File: src/source/bus_pkg.sv
package bus_pkg;

    localparam int ADDR_W     = 8;
    localparam int BUS_DATA_W = 8;

    typedef enum logic [1:0] {
        apb_idle,
        apb_setup,
        apb_access
    } apb_phase_t;

endpackage

File: src/source/cpu_pkg.sv
package cpu_pkg;

    localparam int DATA_W    = 8;
    localparam int INST_W    = 16;
    localparam int OPCODE_W  = 4;
    localparam int REG_COUNT = 16;
    localparam int REG_IDX_W = 4;

    // Field positions inside a 16-bit instruction.
    localparam int OP_MSB    = 15;
    localparam int REG0_MSB  = 11;
    localparam int REG1_MSB  = 7;
    localparam int REG2_MSB  = 3;

    typedef enum logic [OPCODE_W-1:0] {
        op_jmp  = 4'd0,
        op_lod  = 4'd1,
        op_str  = 4'd2,
        op_add  = 4'd3,
        op_addi = 4'd4,
        op_lodi = 4'd5,
        op_nand = 4'd6,
        op_jeqz = 4'd7
    } opcode_t;

endpackage

File: src/source/mem_req_if.sv
`timescale 1ns/100ps

interface mem_req_if import bus_pkg::*; ();

    logic                  req;
    logic                  we;
    logic [ADDR_W-1:0]     addr;
    logic [BUS_DATA_W-1:0] wdata;
    logic [BUS_DATA_W-1:0] rdata;
    logic                  ready;  // One-cycle completion pulse.

    modport requester (
        output req, we, addr, wdata,
        input  rdata, ready
    );

    modport arbiter (
        input  req, we, addr, wdata,
        output rdata, ready
    );

endinterface

File: src/source/apb_arbiter.sv
`timescale 1ns/100ps

module apb_arbiter import bus_pkg::*; (
    input  logic                  clk,
    input  logic                  rst,
    mem_req_if.arbiter            fetch_bus,
    mem_req_if.arbiter            data_bus,
    output logic                  psel,
    output logic                  penable,
    output logic                  pwrite,
    output logic [ADDR_W-1:0]     paddr,
    output logic [BUS_DATA_W-1:0] pwdata,
    input  logic [BUS_DATA_W-1:0] prdata,
    input  logic                  pready
);

    apb_phase_t phase;
    logic       owner_data;  // Set when execute owns the transfer.

    assign psel    = (phase != apb_idle);
    assign penable = (phase == apb_access);

    assign fetch_bus.ready = penable && pready && !owner_data;
    assign data_bus.ready  = penable && pready && owner_data;
    assign fetch_bus.rdata = prdata;
    assign data_bus.rdata  = prdata;

    always_ff @(posedge clk or posedge rst) begin
        if (rst) begin
            phase      <= apb_idle;
            owner_data <= 1'b0;
            pwrite     <= 1'b0;
        end else begin
            case (phase)
                apb_idle: begin
                    if (data_bus.req) begin  // Data access has priority.
                        owner_data <= 1'b1;
                        pwrite     <= data_bus.we;
                        phase      <= apb_setup;
                    end else if (fetch_bus.req) begin
                        owner_data <= 1'b0;
                        pwrite     <= fetch_bus.we;
                        phase      <= apb_setup;
                    end
                end
                apb_setup: phase <= apb_access;
                default: begin
                    if (pready) begin
                        phase  <= apb_idle;
                        pwrite <= 1'b0;
                    end
                end
            endcase
        end
    end

    always_ff @(posedge clk) begin
        if (phase == apb_idle) begin
            paddr  <= data_bus.req ? data_bus.addr : fetch_bus.addr;
            pwdata <= data_bus.req ? data_bus.wdata : fetch_bus.wdata;
        end
    end

endmodule

File: src/source/core_seq.sv
`timescale 1ns/100ps

module core_seq import cpu_pkg::*, bus_pkg::*; (
    input  logic                 clk,
    input  logic                 rst,
    output logic                 fetch_start,
    input  logic                 fetch_done,
    input  logic [INST_W-1:0]    inst,
    output logic [INST_W-1:0]    dec_inst,
    input  opcode_t              op,
    input  logic [REG_IDX_W-1:0] reg0,
    input  logic [REG_IDX_W-1:0] reg1,
    input  logic [REG_IDX_W-1:0] reg2,
    input  logic [DATA_W-1:0]    imm,
    input  logic                 src_a_sel,
    input  logic                 src_b_sel,
    output logic [REG_IDX_W-1:0] rd_a_idx,
    output logic [REG_IDX_W-1:0] rd_b_idx,
    input  logic [DATA_W-1:0]    rd_a,
    input  logic [DATA_W-1:0]    rd_b,
    output logic                 exec_start,
    output opcode_t              exec_op,
    output logic [DATA_W-1:0]    exec_a,
    output logic [DATA_W-1:0]    exec_b,
    output logic [DATA_W-1:0]    exec_imm,
    output logic [REG_IDX_W-1:0] exec_dst,
    input  logic                 exec_done,
    input  logic                 branch_taken,
    input  logic [ADDR_W-1:0]    branch_target,
    output logic [ADDR_W-1:0]    pc
);

    typedef enum logic [1:0] {fs_empty, fs_busy, fs_drop, fs_full} fetch_slot_t;
    typedef enum logic {xs_idle, xs_busy} exec_slot_t;

    fetch_slot_t fetch_state;
    exec_slot_t  exec_state;
    logic [INST_W-1:0] inst_q;
    logic taken;
    logic issue;

    assign taken    = exec_done && branch_taken;
    assign issue    = (fetch_state == fs_full) && (exec_state == xs_idle);
    assign dec_inst = inst_q;
    assign rd_a_idx = src_a_sel ? reg0 : reg1;
    assign rd_b_idx = src_b_sel ? reg1 : reg2;

    always_ff @(posedge clk or posedge rst) begin
        if (rst) begin
            fetch_state <= fs_empty;
            exec_state  <= xs_idle;
            fetch_start <= 1'b0;
            exec_start  <= 1'b0;
            pc          <= '0;
        end else begin
            fetch_start <= 1'b0;
            exec_start  <= 1'b0;
            case (fetch_state)
                fs_empty: begin
                    if (!taken) begin  // Wait for the new pc.
                        fetch_start <= 1'b1;
                        fetch_state <= fs_busy;
                    end
                end
                fs_busy: begin
                    if (fetch_done) begin
                        fetch_state <= taken ? fs_empty : fs_full;
                    end else if (taken) begin
                        fetch_state <= fs_drop;
                    end
                end
                fs_drop: begin
                    if (fetch_done) begin
                        fetch_state <= fs_empty;  // Stale bytes discarded.
                    end
                end
                default: begin
                    if (taken) begin
                        fetch_state <= fs_empty;
                    end else if (issue) begin
                        fetch_start <= 1'b1;
                        fetch_state <= fs_busy;
                    end
                end
            endcase
            case (exec_state)
                xs_idle: begin
                    if (issue) begin
                        exec_start <= 1'b1;
                        exec_state <= xs_busy;
                        pc         <= pc + ADDR_W'(2);
                    end
                end
                default: begin
                    if (exec_done) begin
                        exec_state <= xs_idle;
                        if (branch_taken) begin
                            pc <= branch_target;
                        end
                    end
                end
            endcase
        end
    end

    always_ff @(posedge clk) begin
        if (fetch_done) begin
            inst_q <= inst;
        end
        if (issue) begin
            exec_op  <= op;
            exec_a   <= rd_a;
            exec_b   <= rd_b;
            exec_imm <= imm;
            exec_dst <= reg0;  // Every write targets reg0.
        end
    end

endmodule

File: src/source/decode_unit.sv
`timescale 1ns/100ps

module decode_unit import cpu_pkg::*; (
    input  logic [INST_W-1:0]    inst,
    output opcode_t              op,
    output logic [REG_IDX_W-1:0] reg0,
    output logic [REG_IDX_W-1:0] reg1,
    output logic [REG_IDX_W-1:0] reg2,
    output logic [DATA_W-1:0]    imm,
    output logic                 src_a_sel,
    output logic                 src_b_sel
);

    assign op   = opcode_t'(inst[OP_MSB -: OPCODE_W]);
    assign reg0 = inst[REG0_MSB -: REG_IDX_W];
    assign reg1 = inst[REG1_MSB -: REG_IDX_W];
    assign reg2 = inst[REG2_MSB -: REG_IDX_W];
    assign imm  = inst[DATA_W-1:0];

    // Port a takes reg0 when set, else reg1. Port b takes reg1 when set, else reg2.
    always_comb begin
        case (op)
            op_str, op_jmp, op_jeqz: begin
                src_a_sel = 1'b1;
                src_b_sel = 1'b1;
            end
            op_addi: begin
                src_a_sel = 1'b1;
                src_b_sel = 1'b0;
            end
            default: begin
                src_a_sel = 1'b0;
                src_b_sel = 1'b0;
            end
        endcase
    end

endmodule

File: src/source/eightbit_top.sv
`timescale 1ns/100ps

module eightbit_top import cpu_pkg::*, bus_pkg::*; (
    input  logic                  clk,
    input  logic                  rst,
    output logic                  psel,
    output logic                  penable,
    output logic                  pwrite,
    output logic [ADDR_W-1:0]     paddr,
    output logic [BUS_DATA_W-1:0] pwdata,
    input  logic [BUS_DATA_W-1:0] prdata,
    input  logic                  pready
);

    logic                 fetch_start;
    logic                 fetch_done;
    logic [INST_W-1:0]    inst;
    logic [INST_W-1:0]    dec_inst;
    opcode_t              op;
    logic [REG_IDX_W-1:0] reg0;
    logic [REG_IDX_W-1:0] reg1;
    logic [REG_IDX_W-1:0] reg2;
    logic [DATA_W-1:0]    imm;
    logic                 src_a_sel;
    logic                 src_b_sel;
    logic [REG_IDX_W-1:0] rd_a_idx;
    logic [REG_IDX_W-1:0] rd_b_idx;
    logic [DATA_W-1:0]    rd_a;
    logic [DATA_W-1:0]    rd_b;
    logic                 exec_start;
    opcode_t              exec_op;
    logic [DATA_W-1:0]    exec_a;
    logic [DATA_W-1:0]    exec_b;
    logic [DATA_W-1:0]    exec_imm;
    logic [REG_IDX_W-1:0] exec_dst;
    logic                 exec_done;
    logic [DATA_W-1:0]    result;
    logic                 wr_en;
    logic                 branch_taken;
    logic [ADDR_W-1:0]    branch_target;
    logic [ADDR_W-1:0]    pc;

    mem_req_if fetch_bus ();
    mem_req_if data_bus ();

    core_seq u_core_seq (
        .clk           (clk),
        .rst           (rst),
        .fetch_start   (fetch_start),
        .fetch_done    (fetch_done),
        .inst          (inst),
        .dec_inst      (dec_inst),
        .op            (op),
        .reg0          (reg0),
        .reg1          (reg1),
        .reg2          (reg2),
        .imm           (imm),
        .src_a_sel     (src_a_sel),
        .src_b_sel     (src_b_sel),
        .rd_a_idx      (rd_a_idx),
        .rd_b_idx      (rd_b_idx),
        .rd_a          (rd_a),
        .rd_b          (rd_b),
        .exec_start    (exec_start),
        .exec_op       (exec_op),
        .exec_a        (exec_a),
        .exec_b        (exec_b),
        .exec_imm      (exec_imm),
        .exec_dst      (exec_dst),
        .exec_done     (exec_done),
        .branch_taken  (branch_taken),
        .branch_target (branch_target),
        .pc            (pc)
    );

    fetch_unit u_fetch_unit (
        .clk         (clk),
        .rst         (rst),
        .fetch_start (fetch_start),
        .pc          (pc),
        .fetch_done  (fetch_done),
        .inst        (inst),
        .bus         (fetch_bus.requester)
    );

    decode_unit u_decode_unit (
        .inst      (dec_inst),
        .op        (op),
        .reg0      (reg0),
        .reg1      (reg1),
        .reg2      (reg2),
        .imm       (imm),
        .src_a_sel (src_a_sel),
        .src_b_sel (src_b_sel)
    );

    exec_unit u_exec_unit (
        .clk           (clk),
        .rst           (rst),
        .exec_start    (exec_start),
        .op            (exec_op),
        .a             (exec_a),
        .b             (exec_b),
        .imm           (exec_imm),
        .exec_done     (exec_done),
        .result        (result),
        .wr_en         (wr_en),
        .branch_taken  (branch_taken),
        .branch_target (branch_target),
        .bus           (data_bus.requester)
    );

    reg_file u_reg_file (
        .clk      (clk),
        .rst      (rst),
        .rd_a_idx (rd_a_idx),
        .rd_b_idx (rd_b_idx),
        .rd_a     (rd_a),
        .rd_b     (rd_b),
        .wr_en    (wr_en),
        .wr_idx   (exec_dst),
        .wr_data  (result)
    );

    apb_arbiter u_apb_arbiter (
        .clk       (clk),
        .rst       (rst),
        .fetch_bus (fetch_bus.arbiter),
        .data_bus  (data_bus.arbiter),
        .psel      (psel),
        .penable   (penable),
        .pwrite    (pwrite),
        .paddr     (paddr),
        .pwdata    (pwdata),
        .prdata    (prdata),
        .pready    (pready)
    );

endmodule

File: src/source/exec_unit.sv
`timescale 1ns/100ps

module exec_unit import cpu_pkg::*, bus_pkg::*; (
    input  logic              clk,
    input  logic              rst,
    input  logic              exec_start,
    input  opcode_t           op,
    input  logic [DATA_W-1:0] a,
    input  logic [DATA_W-1:0] b,
    input  logic [DATA_W-1:0] imm,
    output logic              exec_done,
    output logic [DATA_W-1:0] result,
    output logic              wr_en,
    output logic              branch_taken,
    output logic [ADDR_W-1:0] branch_target,
    mem_req_if.requester      bus
);

    typedef enum logic {ex_idle, ex_mem} exec_phase_t;

    exec_phase_t state;
    logic        is_mem;
    logic        is_branch;

    assign is_mem    = (op == op_lod) || (op == op_str);
    assign is_branch = (op == op_jmp) || (op == op_jeqz);

    // Store writes a to address b. Load reads address a.
    assign bus.req   = (state == ex_mem);
    assign bus.we    = (op == op_str);
    assign bus.addr  = (op == op_str) ? b : a;
    assign bus.wdata = a;

    always_ff @(posedge clk or posedge rst) begin
        if (rst) begin
            state        <= ex_idle;
            exec_done    <= 1'b0;
            wr_en        <= 1'b0;
            branch_taken <= 1'b0;
        end else begin
            exec_done    <= 1'b0;
            wr_en        <= 1'b0;
            branch_taken <= 1'b0;
            case (state)
                ex_idle: begin
                    if (exec_start && is_mem) begin
                        state <= ex_mem;
                    end else if (exec_start) begin
                        exec_done    <= 1'b1;
                        wr_en        <= !is_branch;
                        branch_taken <= (op == op_jmp) || (op == op_jeqz && b == '0);
                    end
                end
                default: begin
                    if (bus.ready) begin
                        state     <= ex_idle;
                        exec_done <= 1'b1;
                        wr_en     <= (op == op_lod);
                    end
                end
            endcase
        end
    end

    always_ff @(posedge clk) begin
        if (exec_start) begin
            branch_target <= a;
            case (op)
                op_add:  result <= a + b;
                op_addi: result <= a + imm;
                op_lodi: result <= imm;
                op_nand: result <= ~(a & b);
                default: result <= result;
            endcase
        end else if (state == ex_mem && bus.ready) begin
            result <= bus.rdata;  // Load data.
        end
    end

endmodule

File: src/source/fetch_unit.sv
`timescale 1ns/100ps

module fetch_unit import cpu_pkg::*, bus_pkg::*; (
    input  logic              clk,
    input  logic              rst,
    input  logic              fetch_start,
    input  logic [ADDR_W-1:0] pc,
    output logic              fetch_done,
    output logic [INST_W-1:0] inst,
    mem_req_if.requester      bus
);

    typedef enum logic [1:0] {f_idle, f_hi, f_lo} fetch_phase_t;

    fetch_phase_t          state;
    logic [ADDR_W-1:0]     addr_q;
    logic [BUS_DATA_W-1:0] hi_q;

    assign bus.req   = (state != f_idle);
    assign bus.we    = 1'b0;
    assign bus.addr  = addr_q;
    assign bus.wdata = '0;

    assign fetch_done = (state == f_lo) && bus.ready;
    assign inst       = {hi_q, bus.rdata};  // Big-endian, high byte first.

    always_ff @(posedge clk or posedge rst) begin
        if (rst) begin
            state <= f_idle;
        end else begin
            case (state)
                f_idle: if (fetch_start) state <= f_hi;
                f_hi:   if (bus.ready) state <= f_lo;
                default: if (bus.ready) state <= f_idle;
            endcase
        end
    end

    always_ff @(posedge clk) begin
        if (state == f_idle && fetch_start) begin
            addr_q <= pc;
        end else if (state == f_hi && bus.ready) begin
            addr_q <= addr_q + 1'b1;
            hi_q   <= bus.rdata;
        end
    end

endmodule

File: src/source/reg_file.sv
`timescale 1ns/100ps

module reg_file import cpu_pkg::*; (
    input  logic                 clk,
    input  logic                 rst,
    input  logic [REG_IDX_W-1:0] rd_a_idx,
    input  logic [REG_IDX_W-1:0] rd_b_idx,
    output logic [DATA_W-1:0]    rd_a,
    output logic [DATA_W-1:0]    rd_b,
    input  logic                 wr_en,
    input  logic [REG_IDX_W-1:0] wr_idx,
    input  logic [DATA_W-1:0]    wr_data
);

    logic [DATA_W-1:0] regs [REG_COUNT];

    assign rd_a = regs[rd_a_idx];
    assign rd_b = regs[rd_b_idx];

    always_ff @(posedge clk or posedge rst) begin
        if (rst) begin
            for (int i = 0; i < REG_COUNT; i++) begin
                regs[i] <= '0;  // All registers start at zero.
            end
        end else if (wr_en) begin
            regs[wr_idx] <= wr_data;
        end
    end

endmodule

File: config.mk
export PLATFORM = sky130hd
export DESIGN_NAME = eightbit_top
export DESIGN_NICKNAME = d
export VERILOG_FILES = /design/src/source/bus_pkg.sv /design/src/source/cpu_pkg.sv /design/src/source/mem_req_if.sv /design/src/source/apb_arbiter.sv /design/src/source/core_seq.sv /design/src/source/decode_unit.sv /design/src/source/eightbit_top.sv /design/src/source/exec_unit.sv /design/src/source/fetch_unit.sv /design/src/source/reg_file.sv
export SDC_FILE = /design/constraint.sdc
export NUM_CORES = 1
export LEC_CHECK = 0
export BUFFER_PORTS_ARGS = -buffer_cell sky130_fd_sc_hd__buf_4
export CORE_MARGIN = 4
export CORE_UTILIZATION = 40
export CTS_CLUSTER_SIZE = 8
export DETAILED_ROUTE_END_ITERATION = 16
export PLACE_DENSITY = 0.58
export REMOVE_ABC_BUFFERS = 1
export SLEW_MARGIN = 20
export SYNTH_ARGS = -nofsm -noshare
export SYNTH_HDL_FRONTEND = slang
export SYNTH_SLANG_ARGS = --single-unit
File: constraint.sdc
create_clock -name clk -period 6.4 [get_ports clk]
set_input_delay 0.96 -clock clk [delete_from_list [all_inputs] [get_ports clk]]
set_output_delay 0.96 -clock clk [all_outputs]
set_load 0.005 [all_outputs]
======== Word level (Yosys, flattened, before mapping) ========
Index checks and enable logic that the tools add are counted.
storage, ports and cells
  output and inout port bits .............. 19
  bits in registers ....................... 247
  bits of input ports ..................... 11
  word-level logic and storage cells ...... 193
cells by class
  $lt $le $gt $ge ......................... 4
  mux-type cells .......................... 66
  add/subtract/negate cells ............... 4
  bitwise logic cells ..................... 8
  reductions and logical operators ........ 44
  equal/unequal tests ..................... 26
operator list
  operator             count
  $bwmux 128           1
  $mux 8               15
  $bmux 8 s4           2
  $demux 8 s4          1
  $pmux 8 s4           1
  $mux 1               26
  $mux 2               13
  $eq 4x3->1 const B   6
  $add 8x8->8          2
  $reduce_bool 2->1    8
  $ge 5x5->1 const B   3
  $not 4->5            3
  $eq 4x2->1 const B   3
  $logic_and 1x1->1    12
  $reduce_and 3->1     3
  $add 8x1->8 const B  1
  $add 8x2->8 const B  1
  $and 8x8->8          1
  $eq 2x2->1 const B   4
  $logic_not 4->1      2
  $logic_not 8->1      1
  $mux 4               2
  $not 8->8            1
  $pmux 2 s2           2
  21 further kinds     38

======== Depth between registers and ports, before layout ========
  depth after elaboration ................. 8
  gate-level depth with buffers ........... 12
  mapped depth without buffers ............ 11

======== Cells and area by module ========
A second synthesis with hierarchy kept.
second synthesis, totals
  cells, all modules ...................... 897
  area total of the unflattened synthesis .. 12,727.2 µm²
modules (own cells, without submodules)
  module       instances  area each (µm²)  cells an instance  seq. area each (µm²)
  reg_file     1          6,822.8          441                3,203.1
  core_seq     1          2,217.1          124                1,766.7
  exec_unit    1          1,561.5          150                580.6
  apb_arbiter  1          999.7            72                 580.6
  fetch_unit   1          917.1            82                 530.5
  decode_unit  1          209.0            28                 0.0

======== Worst setup path after synthesis ========
Ideal clock, no wire load.
  path type ............................... register -> register
  from .................................... reg u_core_seq.exec_op[2]
  to ...................................... reg u_exec_unit.result[7], data pin
  cell stages (with the launch flop) ...... 12
  data arrival time ....................... 3.126 ns
  path buffers ............................ 1
  data required time ...................... 6.137 ns
  library setup time ...................... 0.263 ns
  clock period less this slack ............ 3.389 ns
  setup slack ............................. 3.011 ns
  path through ............................ edfxtp_1 -> clkbuf_1 -> nor2b_1 -> nor3b_2 -> mux2_2 -> ha_1 -> a21o_1 -> a21oi_1 -> o21bai_1 -> a2111oi_0 -> o211a_1 -> nor3_1
between the ends
  word-level cells in the longest chain between the ends .. 3
  elaborated cells on any way between the ends .. 6
  those cells by class .................... 4 x eq/ne; 2 x mux
RTL lines
  item                                      line             source
  start, declared                           core_seq.sv:22   output opcode_t exec_op,
  start signal, assigned                    core_seq.sv:111  exec_op <= op;
  $eq 4x3->1 or $eq 4x2->1 (tied branches)  exec_unit.sv:68  case (op)
  $pmux 8 s4 *                              exec_unit.sv:68
  $mux 8 *                                  exec_unit.sv:66  if (exec_start) begin
  end signal, assigned                      exec_unit.sv:69  op_add: result <= a + b;
  end signal, assigned                      exec_unit.sv:70  op_addi: result <= a + imm;
  end signal, assigned                      exec_unit.sv:71  op_lodi: result <= imm;
  end, declared                             exec_unit.sv:12  output logic [DATA_W-1:0] result,
Every way passes the cells marked *; elsewhere a longest branch is shown, timed or not.
A chain may end at the register's enable or synchronous reset.

======== Final worst setup path ========
Ends and elaborated chain as after synthesis.

==> metrics <==
outcome complete, no violations; Slew headroom 0.278; Longest Clk Path Bufs 3; post-synthesis sequential area ratio 0.540; asr flop ratio synth 0.611; Total GRT Usage 0.191; crit path kind reg -> reg; Synthesis Warnings 0; Finish-stage setup viols 0; dpl cells 1,333; vias in the first global route 8,131; Area Growth Syn to Fin 13.0%; TritonCTS clock tree built; Setup Buffers After CTS 0; H-tree depth 2; HPWL after DPL 21,500 µm; Lkg Pwr 5.83 nW; worst skew pair latency 510 ps; Syn Inst Count 949; clock slew at reported path FFs 50 ps; Setup crit start kind register; cts hold-fix bufs 0; Cell variety after synth 74; post-CTS sizing 0; synthesized area 12,300 µm²; number of flip-flops in the largest register 128; required time of the critical path 6720 ps; Critical-path top delay cell nor3b_2; Synth Flop Type dfrtp_1; Largest Register u_reg_file.regs; Die ar. 33,700 µm²; Port Buf Inserts 29; CP arrival 4040 ps; final hold viol count 0; Final nets 998; Synth Area in Simple Gates 0.0896; maximum number of pins on one net before global-route repair 99; Die H 184 µm; commonest non-fill, non-tap cell in the layout mux2_2; Multi-input gate area 5350 µm²; clk_skew 21.0 ps; pin slew with the least headroom to its limit 1050 ps; layout cells sized above 1 0.284; Sinks on Clock Net 247; first-pass GRT wire length 50,300 µm; Synth Area in Adders 0.0118; antenna violations before repair 0; number of synthesized register bits 247; worst min-delay path class reg -> reg; Via-to-Cell Ratio 5.80; Avg Cell Area, Syn 13.0 µm²; row cnt 64; post-synthesis mux area share 0.221; pwr/cell area 306 nW/µm²; DR WL/cell 23.0 µm; CP delay by family, top simple AND/OR/NAND/NOR gates; Ports 30; Starting Density 0.404; RSZ-0062 raised after global routing no; die span in x 184 µm; compound-cell area share of the yosys netlist 0.100; cell chain of the critical path nor2b_1 -> nor3b_2 -> mux2_2 -> ha_1 -> a21o_1 -> a21oi_1 -> o21bai_1 -> a2111oi_0 -> nor4_1 -> nor3_1; Worst path max stage delay 570 ps; routed vias 8,097; DR pass1 iterations 6; GRT Residual Overflow 0; post-route ant nets 0; Root Driver clkbuf_16; CTS buffer count 37; crit-path max FO 9; most frequent cells in the layout mux2_2 (159), dfrtp_1 (151), edfxtp_1 (96); setup total negative slack 0 ps; fin cells 1,396; Max Cap Viol 0; largest family of logic cells by synthesized area multiplexers; Achievable Freq 268 MHz; number of fill cells 2,725; ANT cells 0; routability cong. 0.855; Crit. End Element register; Total Wirelength 32,000 µm; Starting DRT DRC Count 522; # DRC 0; post-synthesis xor/xnor area fraction 0.0107; maximum vdd drop 153 µV; Final period util 0.582; Post-synth EDFFs 96; Max Slew Vio Count 0; Final Critical Period 3730 ps; Critical path buffers and inverters 0; register area 6660 µm²; Core ar. 30,500 µm²
layout make-up:
cell class                 count  share of cell area
timing repair buffer          37              0.0199
inverter                      14             0.00413
clock buffer                  61              0.0774
sequential                   247               0.478
clock inverter                 2             0.00117
multi-input combinational    639               0.384
tap                          396              0.0355
kinds of logic (layout without fill, tap and decap cells):
group	count (synthesis)	count (layout)
DFF	247	247
and+or+nand+nor	224	224
AOI/OAI and AO/OA	169	169
muxes	220	220
buffers and inverters	63	114
xor gates and xnor gates	15	15
adders and majority gates	11	11
power breakdown:
group	total (W)	switching, W	internal (W)
Combinational	0.000480	0.000249	0.000231
Clock	0.00183	0.000688	0.00114
Sequential	0.00196	0.000143	0.00182
Total	0.00427	0.00108	0.00319
cells in the mapped netlist (all sizes together), types with 4 or more instances:
cell type	count	area, µm²
mux2i	36	364
nand2b	9	56.3
a31oi	6	37.5
ha	10	125
nor2	45	169
nand3b	4	30.0
or3	4	25.0
mux2	160	1810
xor2	8	70.1
inv	14	52.6
nor2b	4	25.0
o2bb2ai	4	35.0
mux4	24	551
a211o	4	35.0
clkbuf	27	131
nand3	14	70.1
a22oi	8	60.1
xnor2	7	61.3
buf	22	154
o211ai	4	30.0
a211oi	4	30.0
a311o	4	40.0
o22ai	6	37.5
o41ai	4	35.0
o21ai	15	75.1
a32o	5	50.1
dfrtp	151	3780
a311oi	5	43.8
nor3b	4	35.0
a2111oi	15	136
a221oi	8	70.1
a221o	5	50.1
nor3	9	50.1
and3	22	145
edfxtp	96	2880
and2	20	129
a21oi	45	229
o31ai	8	73.8
nand2	82	310
through the flow:
step	instance area (µm²)	hold slack [ps]	util	worst slack [ps]	power, W
3_5_place_dp	12800	405	0.421	2690	0.00248
3_3_place_gp	12800	402	0.421	2820	0.00247
6_report	13900	403	0.457	2680	0.00427
5_1_grt	13900	423	0.457	2320	0.00446
2_1_floorplan	12100	400	-	1380	0.00223
4_1_cts	13900	405	0.457	2630	0.00432
routing by layer:
| layer | up-vias | track usage | share of wire | routed length (µm) |
|---|---|---|---|---|
| met1 | 4124 | 0.271 | 0.46 | 14700 |
| met4 | 0 | 0.0647 | 0.030 | 952 |
| met5 | - | 0 | 0 | 0 |
| met3 | 63 | 0.0323 | 0.052 | 1670 |
| li1 | 3676 | - | - | - |
| met2 | 234 | 0.298 | 0.46 | 14700 |
path summary, 6_finish.rpt:
path / slack (ps) / startpoint / depth (start not counted) / endpoint
setup reg to reg: 2680 / u_core_seq.exec_op[2] / 10 / u_exec_unit.result[7]
min in group asynchronous: 660 / rst / 2 / u_reg_file.regs[30]
hold reg to reg: 400 / u_fetch_unit.hi_q[1] / 0 / u_core_seq.dec_inst[9]
hold / removal: 400 / u_fetch_unit.hi_q[1] / 0 / u_core_seq.dec_inst[9]
max in group asynchronous: 4440 / rst / 3 / u_reg_file.regs[77]
setup / recovery: 2680 / u_core_seq.exec_op[2] / 10 / u_exec_unit.result[7]
No activity file was read; power rests on OpenSTA's default activity.
